==> config.mk <==
export PLATFORM = sky130hd
export DESIGN_NAME = eth_top
export DESIGN_NICKNAME = d
export VERILOG_FILES = /design/src/common/eth_mgmt_pkg.sv /design/src/common/eth_data_pkg.sv /design/src/miim/miim_poller.sv /design/src/rgmii/gmii_to_rgmii.sv /design/src/hw/eth_top.sv
export VERILOG_INCLUDE_DIRS = /design/src /design/src/common
export SDC_FILE = /design/constraint.sdc
export NUM_CORES = 1
export LEC_CHECK = 0
export BUFFER_PORTS_ARGS = -buffer_cell sky130_fd_sc_hd__buf_2
export CORE_MARGIN = 8
export CORE_UTILIZATION = 49
export CTS_BUF_LIST = sky130_fd_sc_hd__clkbuf_4
export CTS_CLUSTER_DIAMETER = 50
export CTS_CLUSTER_SIZE = 40
export DETAILED_ROUTE_END_ITERATION = 12
export PLACE_DENSITY = 0.7
export SLEW_MARGIN = 30
export SYNTH_ARGS = -nofsm -noshare
export SYNTH_HDL_FRONTEND = slang
export SYNTH_SLANG_ARGS = --single-unit
export TNS_END_PERCENT = 5
==> constraint.sdc <==
create_clock -name gmii_txc -period 5.7 [get_ports gmii_txc]
set_input_delay 0.57 -clock gmii_txc [delete_from_list [all_inputs] [get_ports gmii_txc]]
set_output_delay 0.57 -clock gmii_txc [all_outputs]
set_load 0.01 [all_outputs]
==> src/common/eth_consts.svh <==
`ifndef ETH_CONSTS_SVH
`define ETH_CONSTS_SVH

// MDIO frame header fields
`define PHY_ADDR        5'd1    // strap address of the external PHY
`define PHY_STATUS_REG  5'd17   // PHY-specific status register

// management timing, in gmii_txc cycles
`define MDC_HALF_DIV    4       // clocks per MDC half period
`define POLL_INTERVAL   200     // gap between end of frame and next start

`endif

==> src/common/eth_mgmt_pkg.sv <==
package eth_mgmt_pkg;

    // PHY status register 17 layout
    typedef struct packed {
        logic [1:0]  speed;     // 10 gigabit, 01 100M, 00 10M
        logic        duplex;    // 1 full, 0 half
        logic [1:0]  rsvd_hi;
        logic        link;      // real-time link state
        logic [9:0]  rsvd_lo;
    } phy_status_t;

    // word shifted in off MDIO, decoded through the struct view
    typedef union packed {
        logic [15:0] raw;
        phy_status_t st;
    } phy_status_word_u;

    // link report towards the MAC side
    typedef struct packed {
        logic        valid;     // one-cycle pulse per completed poll
        logic        link;
        logic [1:0]  speed;
        logic        duplex;
    } link_info_t;

endpackage

==> src/common/eth_data_pkg.sv <==
package eth_data_pkg;

    // GMII byte with single-cycle strobe
    typedef struct packed {
        logic        en;        // byte valid this cycle
        logic [7:0]  data;
    } gmii_byte_t;

    // RGMII nibble as seen in nibble-per-cycle mode
    typedef struct packed {
        logic        ctl;       // data valid
        logic [3:0]  d;
    } rgmii_nib_t;

endpackage

==> src/miim/miim_poller.sv <==
`timescale 1ns/100ps
`include "eth_consts.svh"

module miim_poller (
    input  logic                     gmii_txc,
    input  logic                     rst,
    output logic                     mdc,
    output logic                     mdio_o,
    output logic                     mdio_oe,
    input  logic                     mdio_i,
    output eth_mgmt_pkg::link_info_t link
);

    import eth_mgmt_pkg::*;

    localparam int unsigned poll_w = $clog2(`POLL_INTERVAL);
    localparam int unsigned div_w  = $clog2(`MDC_HALF_DIV + 1);

    // preamble, start, read opcode, phy address, register
    localparam logic [45:0] frame_hdr = {32'hffff_ffff, 2'b01, 2'b10,
                                         `PHY_ADDR, `PHY_STATUS_REG};

    logic                in_frame;
    logic [poll_w-1:0]   poll_cnt;
    logic [div_w-1:0]    div_cnt;
    logic [5:0]          bit_cnt;   // MDC period within the frame
    logic [5:0]          bit_nxt;
    phy_status_word_u    rx_word;
    phy_status_word_u    next_word;

    // header bit for a given MDC period, zero once the bus is released
    function automatic logic hdr_bit(input logic [5:0] n);
        logic [5:0] idx;
        idx = 6'd45 - n;
        if (n < 6'd46) begin
            return frame_hdr[idx];
        end
        return 1'b0;
    endfunction

    assign bit_nxt = bit_cnt + 6'd1;

    always_comb begin
        next_word.raw = {rx_word.raw[14:0], mdio_i};  // msb arrives first
    end

    always_ff @(posedge gmii_txc) begin
        if (rst) begin
            in_frame <= 1'b0;
            poll_cnt <= '0;
            div_cnt  <= '0;
            bit_cnt  <= '0;
            mdc      <= 1'b0;
            mdio_o   <= 1'b1;
            mdio_oe  <= 1'b0;
            link     <= '0;
        end else begin
            link.valid <= 1'b0;
            if (!in_frame) begin
                if (poll_cnt == poll_w'(`POLL_INTERVAL - 1)) begin
                    poll_cnt <= '0;
                    in_frame <= 1'b1;
                    div_cnt  <= '0;
                    bit_cnt  <= '0;
                    mdio_o   <= hdr_bit(6'd0);   // first preamble bit
                    mdio_oe  <= 1'b1;
                end else begin
                    poll_cnt <= poll_cnt + 1'b1;
                end
            end else if (div_cnt == div_w'(`MDC_HALF_DIV - 1)) begin
                div_cnt <= '0;
                mdc     <= ~mdc;
                if (!mdc) begin
                    // rising edge, PHY data is stable here
                    if (bit_cnt >= 6'd48) begin
                        rx_word.raw <= next_word.raw;
                    end
                    if (bit_cnt == 6'd63) begin
                        link <= '{valid:  1'b1,
                                  link:   next_word.st.link,
                                  speed:  next_word.st.speed,
                                  duplex: next_word.st.duplex};
                    end
                end else if (bit_cnt == 6'd63) begin
                    in_frame <= 1'b0;   // mdc back low, frame done
                    mdio_o   <= 1'b1;
                    mdio_oe  <= 1'b0;
                end else begin
                    // falling edge, present next bit
                    bit_cnt <= bit_nxt;
                    mdio_o  <= hdr_bit(bit_nxt);
                    mdio_oe <= (bit_nxt < 6'd46);  // released for TA and data
                end
            end else begin
                div_cnt <= div_cnt + 1'b1;
            end
        end
    end

    // PHY owns the line from turnaround onwards
    a_oe_released: assert property (@(posedge gmii_txc) disable iff (rst)
        (in_frame && bit_cnt >= 6'd46) |-> !mdio_oe)
        else $error("mdio_oe high during turnaround or data");

    // divider keeps every MDC phase longer than one clock
    a_mdc_slow: assert property (@(posedge gmii_txc) disable iff (rst)
        (mdc != $past(mdc)) |=> (mdc == $past(mdc)))
        else $error("mdc toggled on successive clocks");

endmodule

==> src/rgmii/gmii_to_rgmii.sv <==
`timescale 1ns/100ps

module gmii_to_rgmii (
    input  logic                     gmii_txc,
    input  logic                     rst,
    input  eth_data_pkg::gmii_byte_t gmii_tx,
    output eth_data_pkg::gmii_byte_t gmii_rx,
    output eth_data_pkg::rgmii_nib_t rgmii_tx,
    input  eth_data_pkg::rgmii_nib_t rgmii_rx
);

    import eth_data_pkg::*;

    logic        tx_hi_pend;    // high nibble still to go out
    logic [3:0]  tx_hi;
    logic        rx_phase;      // low nibble held, waiting for high
    logic [3:0]  rx_lo;
    logic        rx_en;
    logic [7:0]  rx_data;

    function automatic rgmii_nib_t data_nib(input logic [3:0] d);
        rgmii_nib_t n;
        n.ctl = 1'b1;
        n.d   = d;
        return n;
    endfunction

    // transmit, low nibble first then high nibble
    always_ff @(posedge gmii_txc) begin
        if (rst) begin
            tx_hi_pend <= 1'b0;
            rgmii_tx   <= '0;
        end else if (tx_hi_pend) begin
            rgmii_tx   <= data_nib(tx_hi);
            tx_hi_pend <= 1'b0;         // a strobe here is dropped
        end else if (gmii_tx.en) begin
            rgmii_tx   <= data_nib(gmii_tx.data[3:0]);
            tx_hi_pend <= 1'b1;
        end else begin
            rgmii_tx   <= '0;           // idle, ctl low
        end
    end

    always_ff @(posedge gmii_txc) begin
        if (gmii_tx.en && !tx_hi_pend) begin
            tx_hi <= gmii_tx.data[7:4];
        end
    end

    // receive, pair nibbles while ctl stays high
    always_ff @(posedge gmii_txc) begin
        if (rst) begin
            rx_phase <= 1'b0;
            rx_en    <= 1'b0;
        end else begin
            rx_en <= 1'b0;
            if (!rgmii_rx.ctl) begin
                rx_phase <= 1'b0;       // lone nibble discarded
            end else if (!rx_phase) begin
                rx_phase <= 1'b1;
            end else begin
                rx_phase <= 1'b0;
                rx_en    <= 1'b1;
            end
        end
    end

    always_ff @(posedge gmii_txc) begin
        if (rgmii_rx.ctl && !rx_phase) begin
            rx_lo <= rgmii_rx.d;
        end
        if (rgmii_rx.ctl && rx_phase) begin
            rx_data <= {rgmii_rx.d, rx_lo};
        end
    end

    assign gmii_rx.en   = rx_en;
    assign gmii_rx.data = rx_data;

    // source must leave a gap while the high nibble is sent
    a_tx_spacing: assert property (@(posedge gmii_txc) disable iff (rst)
        tx_hi_pend |-> !gmii_tx.en)
        else $error("gmii_tx strobe while high nibble pending");

endmodule

==> src/hw/eth_top.sv <==
`timescale 1ns/100ps

module eth_top (
    input  logic                     gmii_txc,  // single system clock
    input  logic                     rst,

    // MAC side
    input  eth_data_pkg::gmii_byte_t gmii_tx,
    output eth_data_pkg::gmii_byte_t gmii_rx,

    // PHY data pins, nibble mode
    output eth_data_pkg::rgmii_nib_t rgmii_tx,
    input  eth_data_pkg::rgmii_nib_t rgmii_rx,

    // PHY management, pad lives at chip top
    output logic                     mdc,
    output logic                     mdio_o,
    output logic                     mdio_oe,
    input  logic                     mdio_i,

    output eth_mgmt_pkg::link_info_t link       // polled status
);

    // status polling of the PHY
    miim_poller u_miim (
        .gmii_txc (gmii_txc),
        .rst      (rst),
        .mdc      (mdc),
        .mdio_o   (mdio_o),
        .mdio_oe  (mdio_oe),
        .mdio_i   (mdio_i),
        .link     (link)
    );

    // byte to nibble conversion, both directions
    gmii_to_rgmii u_conv (
        .gmii_txc (gmii_txc),
        .rst      (rst),
        .gmii_tx  (gmii_tx),
        .gmii_rx  (gmii_rx),
        .rgmii_tx (rgmii_tx),
        .rgmii_rx (rgmii_rx)
    );

endmodule

==> results of run 1 <==
==> kinds of logic (layout without fill, tap and decap cells) <==
kind of cell | Yosys count | in the layout | synth area share, %
xor+xnor | 10 | 10 | 3.256
buf+inv | 18 | 60 | 3.302
fa+ha+maj | 5 | 5 | 2.326
flops | 65 | 65 | 59.91
compound gates | 42 | 42 | 10.65
simple gates | 95 | 95 | 18.70
mux | 5 | 5 | 1.861
==> layout make-up <==
type	count	share of cell area, %
inverters	6	0.7326
clock buffers	12	2.930
multi-input cells	157	32.56
flip-flops and latches	65	52.42
repair buffers	38	6.186
well taps	72	2.930
clock inverters	4	2.239
==> Yosys cell counts (3+ instances only) <==
cell type	number	area, sq um
a211o_1	3	26.28
a21oi_1	12	60.06
a22oi_1	4	30.03
a31oi_1	3	18.77
and3_1	5	31.28
buf_4	3	22.52
clkbuf_1	4	15.01
dfxtp_1	34	680.7
edfxtp_1	31	930.9
ha_1	5	62.56
inv_1	6	22.52
mux2i_1	5	50.05
nand2_1	10	37.54
nand2b_1	4	25.02
nand3_1	6	30.03
nand3b_1	4	30.03
nor2_1	40	150.1
nor2b_1	4	25.02
nor3_1	4	20.02
nor3b_1	3	22.52
o21ai_0	4	20.02
xnor2_1	4	35.03
xor2_1	6	52.55
==> through the flow <==
step | setup WS [ns] | hold slack, ns | std cells | util, % | cell area [sq um]
final | 3.340 | 0.3640 | 354 | 56.88 | 3074
after global routing | 3.138 | 0.3082 | 354 | 56.88 | 3074
after CTS | 3.353 | 0.3360 | 354 | 56.88 | 3074
after detailed placement | 3.344 | 0.4045 | 338 | 53.94 | 2915
after global placement | 3.394 | 0.4012 | 338 | 53.82 | 2909
after floorplan | 3.154 | 0.4003 | 240 | - | 2690
==> worst register-to-register path, cell delays in order, from the launching register on <==
cell	delay, ns
dfxtp_1	0.51
inv_1	0.08
ha_1	0.37
ha_1	0.33
nor2b_1	0.21
a21oi_1	0.10
o31ai_1	0.27
a31oi_1	0.11
a211o_1	0.29
==> power by group <==
part / internal, uW / total, uW / switching, uW
clock: 191 / 331 / 140
sequential: 497 / 501 / 4.17
combinational: 11.5 / 27.0 / 15.5
==> registers in the layout (all words and copies together) (netlist names), 3 cells and up <==
name	flops
u_conv.rgmii_tx	5
u_conv.rx_data	8
u_conv.rx_lo	4
u_conv.tx_hi	4
u_miim.bit_cnt	6
u_miim.div_cnt	3
u_miim.link	5
u_miim.poll_cnt	8
u_miim.rx_word	15
==> layer usage <==
layer	track usage, %	vias up	wire [um]
met2	18.10	42	2089
met3	6.401	8	327
met5	0	-	0
met1	14.18	830	2196
li1	-	931	-
met4	4.022	0	59
==> final timing paths <==
kind,from,to,cells past startpoint
min,mdio_i,u_miim.rx_word[0],1
max,u_miim.bit_cnt[0],u_miim.mdio_o,8
max reg2reg,u_miim.bit_cnt[0],u_miim.mdio_o,8
min reg2reg,u_miim.rx_word[7],u_miim.rx_word[8],0
==> impl_metrics.env, run 1 <==
export IMPL_max_cap_viol_count=0
export IMPL_drtIter0Drc=112
export IMPL_hold_viol=0
export IMPL_clockBufferDepth=2
export IMPL_antenna_found_initial=0
export IMPL_start_util_pct=49.77
export IMPL_status="complete, no violations"
export IMPL_required_ns=5.98
export IMPL_crit_path_frequent_cell="ha_1"
export IMPL_die_height_um=90.10
export IMPL_regToRegSetupSlack_ns=3.34
export IMPL_final_cell_mix="40 x nor2_1, 38 x buf_2, 34 x dfxtp_1"
export IMPL_via_per_inst=5.116
export IMPL_ios=39
export IMPL_grtUsageTotal_pct=11.97
export IMPL_numPortBuffers=38
export IMPL_seq_area_frac_synth_pct=59.91
export IMPL_multiInputGateArea_sq_um=1001
export IMPL_p_leak_uw=0.001227
export IMPL_synth_area_per_cell_sq_um=11.21
export IMPL_syn_inst=240
export IMPL_slew_violations=0
export IMPL_hp_class="primary input to flip-flop"
export IMPL_p_per_area_nw_per_um2=279.6
export IMPL_ant_nets=0
export IMPL_period_needed_ns=2.360
export IMPL_ir_drop_uv=186.6
export IMPL_critPathTopFamily="compound AO/OA/AOI/OAI gates"
export IMPL_async_flop_share_pct=0
export IMPL_dpl_hpwl_mm=3.324
export IMPL_rows=27
export IMPL_cp_arrival_ns=2.64
export IMPL_worstPathCellList="inv_1 -> ha_1 -> ha_1 -> nor2b_1 -> a21oi_1 -> o31ai_1 -> a31oi_1 -> a211o_1"
export IMPL_setup_viol=0
export IMPL_yosysWarnings=0
export IMPL_htree_levels=3
export IMPL_cts_resized=0
export IMPL_fillers=486
export IMPL_num_vias=1811
export IMPL_skew_ns=0.01015
export IMPL_grt_pass1_vias=1711
export IMPL_worstSetupPathType="flip-flop to flip-flop"
export IMPL_critPathBufInv=1
export IMPL_clk_latency_ns=0.38
export IMPL_numCtsBuffers=9
export IMPL_grt_ovfl_total=0
export IMPL_synth_enable_flop_cells=31
export IMPL_clock_sinks=65
export IMPL_diodes=0
export IMPL_cts_hold_buf=0
export IMPL_drcViolationCount=0
export IMPL_synthToLayoutAreaGrowth_pct=14.28
export IMPL_tightest_slew_ns=0.6442
export IMPL_slowest_delay_ns=0.51
export IMPL_netlist_area_sq_um=2690
export IMPL_root_buffer="clkbuf_4"
export IMPL_drive_above_1_share_pct=21.99
export IMPL_wl_per_cell_um=13.20
export IMPL_core_area_sq_um=5405
export IMPL_start_kind="flip-flop"
export IMPL_endpoint_kind="flip-flop"
export IMPL_ys_flop_type="dfxtp_1"
export IMPL_fmax_mhz=423.7
export IMPL_fin_setup_tns_ns=0
export IMPL_post_cts_buffers=0
export IMPL_synth_cell_types=53
export IMPL_dieWidth_um=90.10
export IMPL_totalWireLength_mm=4.673
export IMPL_p_total_uw=859.5
export IMPL_clk_pin_slew_ns=0.09
export IMPL_critPathMaxFanout=11
export IMPL_slowest_stage="dfxtp_1"
export IMPL_fp_dieArea_sq_um=8117
export IMPL_cts_tree="built"
export IMPL_final_nets=299
export IMPL_grt_max_degree=30
export IMPL_timing_final_crit_share_pct=41.41
export IMPL_relSlewSlack_pct=56.92
export IMPL_rsz0062_at_grt="no"
export IMPL_syn_nets=262
export IMPL_regArea_sq_um=1612
export IMPL_final_common_cell="nor2_1"
export IMPL_grt_pass1_wl_mm=7.852
export IMPL_dr_pass1_iters=4
export IMPL_gp_congestion=0.8473
export IMPL_ys_ff_latch=65
No activity file was read; power rests on OpenSTA's default activity.
==> run 2: changes to the inputs <==
PLACE_DENSITY = 0.73   (was 0.7)
clock period = 2 ns   (was 5.7 ns; I/O delays follow)
==> run 2 against run 1 <==
Net effect:
- register-to-register slack lost 3.3 ns
- fmax grew 23%
- global-route usage grew 2.0 points
- sequential cell count is the same
- via count grew 8.9%
- worst hold slack lost 0.32 ns
- non-clock buffer count grew 25
- die area is the same
- combinational power grew to 3.4 times the previous value
- cell count grew 7.1%
- critical path type unchanged
- critical endpoint unchanged
- largest power group unchanged
==> impl_metrics.env, run 2 (synthesis gave the netlist of run 1 again) <==
export IMPL_status="complete, no violations"
export IMPL_critPathMaxFanout=4
export IMPL_ant_nets=0
export IMPL_ir_drop_uv=594.1
export IMPL_dieWidth_um=90.10
export IMPL_p_per_area_nw_per_um2=793.2
export IMPL_final_cell_mix="40 x nor2_1, 38 x buf_2, 32 x dfxtp_1"
export IMPL_reg_top3="u_miim.rx_word: 15 flops, u_conv.rx_data: 8 flops, u_miim.poll_cnt: 8 flops"
export IMPL_drcViolationCount=0
export IMPL_die_height_um=90.10
export IMPL_timing_final_crit_share_pct=95.78
export IMPL_worstSetupPathType="flip-flop to flip-flop"
export IMPL_period_needed_ns=1.916
export IMPL_tightest_slew_ns=0.5965
export IMPL_start_util_pct=49.77
export IMPL_hp_class="primary input to flip-flop"
export IMPL_grtUsageTotal_pct=13.99
export IMPL_drive_above_1_share_pct=28.01
export IMPL_pwr_share_clk_pct=43.8
export IMPL_worstPathCellList="inv_1 -> ha_4 -> ha_4 -> nor2b_4 -> a21oi_1 -> o31ai_1 -> a31oi_1 -> a211o_1"
export IMPL_wl_per_cell_um=14.45
export IMPL_start_kind="flip-flop"
export IMPL_cp_arrival_ns=2.21
export IMPL_max_cap_viol_count=0
export IMPL_numPortBuffers=38
export IMPL_combPwrFrac_pct=3.4
export IMPL_clk_latency_ns=0.39
export IMPL_p_sw_uw=497.6
export IMPL_power_internal_uw=2210
export IMPL_clk_pin_slew_ns=0.10
export IMPL_grt_pass1_vias=1984
export IMPL_fmax_mhz=522.0
export IMPL_grt_max_degree=30
export IMPL_finalWorstSetupSlack_ns=0.08437
export IMPL_gp_congestion=0.8671
export IMPL_clockBufferDepth=2
export IMPL_clock_sinks=65
export IMPL_skew_ns=0.005831
export IMPL_drtIter0Drc=120
export IMPL_relSlewSlack_pct=60.15
export IMPL_grt_ovfl_total=0
export IMPL_ios=39
export IMPL_slowest_delay_ns=0.39
export IMPL_largest_reg_flops=15
export IMPL_slowest_stage="dfxtp_2"
export IMPL_root_buffer="clkbuf_4"
export IMPL_numCtsBuffers=9
export IMPL_required_ns=2.29
export IMPL_critPathTopFamily="compound AO/OA/AOI/OAI gates"
export IMPL_final_common_cell="nor2_1"
export IMPL_fp_dieArea_sq_um=8117
export IMPL_final_nets=324
export IMPL_dr_pass1_iters=4
export IMPL_num_vias=1972
export IMPL_synthToLayoutAreaGrowth_pct=26.88
export IMPL_via_per_inst=5.203
export IMPL_grt_pass1_wl_mm=9.266
export IMPL_largest_register="u_miim.rx_word"
export IMPL_pre_cts_ws_ns=-0.05025
export IMPL_critPathBufInv=1
export IMPL_hold_viol=0
export IMPL_fin_setup_tns_ns=0
export IMPL_htree_levels=3
export IMPL_setup_viol=0
export IMPL_slew_violations=0
export IMPL_cts_tree="built"
export IMPL_endpoint_kind="flip-flop"
export IMPL_diodes=0
export IMPL_antenna_found_initial=0
export IMPL_dpl_hpwl_mm=3.669
export IMPL_netSwitchingFraction_pct=18.38
export IMPL_totalWireLength_mm=5.476
export IMPL_seqPwrFrac_pct=52.8
export IMPL_p_leak_uw=0.001369
export IMPL_core_area_sq_um=5405
export IMPL_crit_path_frequent_cell="ha_4"
export IMPL_rows=27
-- run 2: cell count changes in the layout (fill, tap and decap cells not counted), moves of 2 or more --
cell           before  now
bufinv_16           2    4
dfxtp_1            34   32
ha_1                5    2
clkbuf_4           12    9
ha_4                0    3
dfxtp_2             0    2
buf_4               0   15
dlygate4sd3_1       0    9
-- run 2: power groups by stage --
| stage | clock (uW) | sequential [uW] | combinational [uW] |
|---|---|---|---|
| after floorplan | 0 | 1460 | 38.5 |
| after global placement | 0 | 1460 | 76.7 |
| after detailed placement | 0 | 1460 | 77.9 |
| after CTS | 1220 | 1430 | 92.6 |
| after global routing | 1290 | 1430 | 103 |
| final | 1190 | 1430 | 92.0 |
-- run 2: repair_timing --
action,in CTS,in global routing
endpoints found under the hold margin,13,0
buffers inserted,1,1
setup endpoints to repair,1,1
gates resized for setup,2,9
pin swaps,1,1
hold buffers,9,0
-- run 2: area by class of cell --
cell class | count | area, sq um
well taps | 72 | 90.09
repair buffers | 63 | 412.9
clock buffers | 9 | 67.56
flip-flops and latches | 65 | 1614
multi-input cells | 157 | 1074
clock inverters | 7 | 132.6
fillers | 446 | 1992
inverters | 6 | 22.52
-- run 2: tightest hold or removal path, cell delays in order --
cell and delay (ns):
buf_2 0.10, nor2_1 0.04, nor2_1 0.07
-- run 2: stage by stage --
| step | utilization [%] | cells | instance area [sq um] | power [uW] | hold WS [ns] |
|---|---|---|---|---|---|
| final | 63.15 | 379 | 3413 | 2707 | 0.04119 |
| after global routing | 63.15 | 379 | 3413 | 2823 | 0.01892 |
| after CTS | 61.92 | 378 | 3347 | 2744 | 0.01566 |
| after detailed placement | 56.16 | 352 | 3035 | 1538 | 0.3800 |
| after global placement | 56.16 | 352 | 3035 | 1535 | 0.3780 |
| after floorplan | - | 240 | 2705 | 1501 | 0.2989 |
-- run 2: final timing paths --
kind                          start                  to  slack, ns  depth (start not counted)
setup / recovery  u_miim.bit_cnt[0]       u_miim.mdio_o       0.08                          8
hold / removal           gmii_tx[8]  u_conv.rgmii_tx[4]       0.04                          3
setup reg to reg  u_miim.bit_cnt[0]       u_miim.mdio_o       0.08                          8
hold reg to reg   u_miim.rx_word[8]   u_miim.rx_word[9]       0.42                          0
-- run 2: routing by layer --
metal,vias to the layer above,wire length [um],track usage (%)
met1,941,2353,14.92
met3,8,285,5.320
li1,981,-,-
met5,-,0,0
met2,42,2749,24.17
met4,0,87,5.964
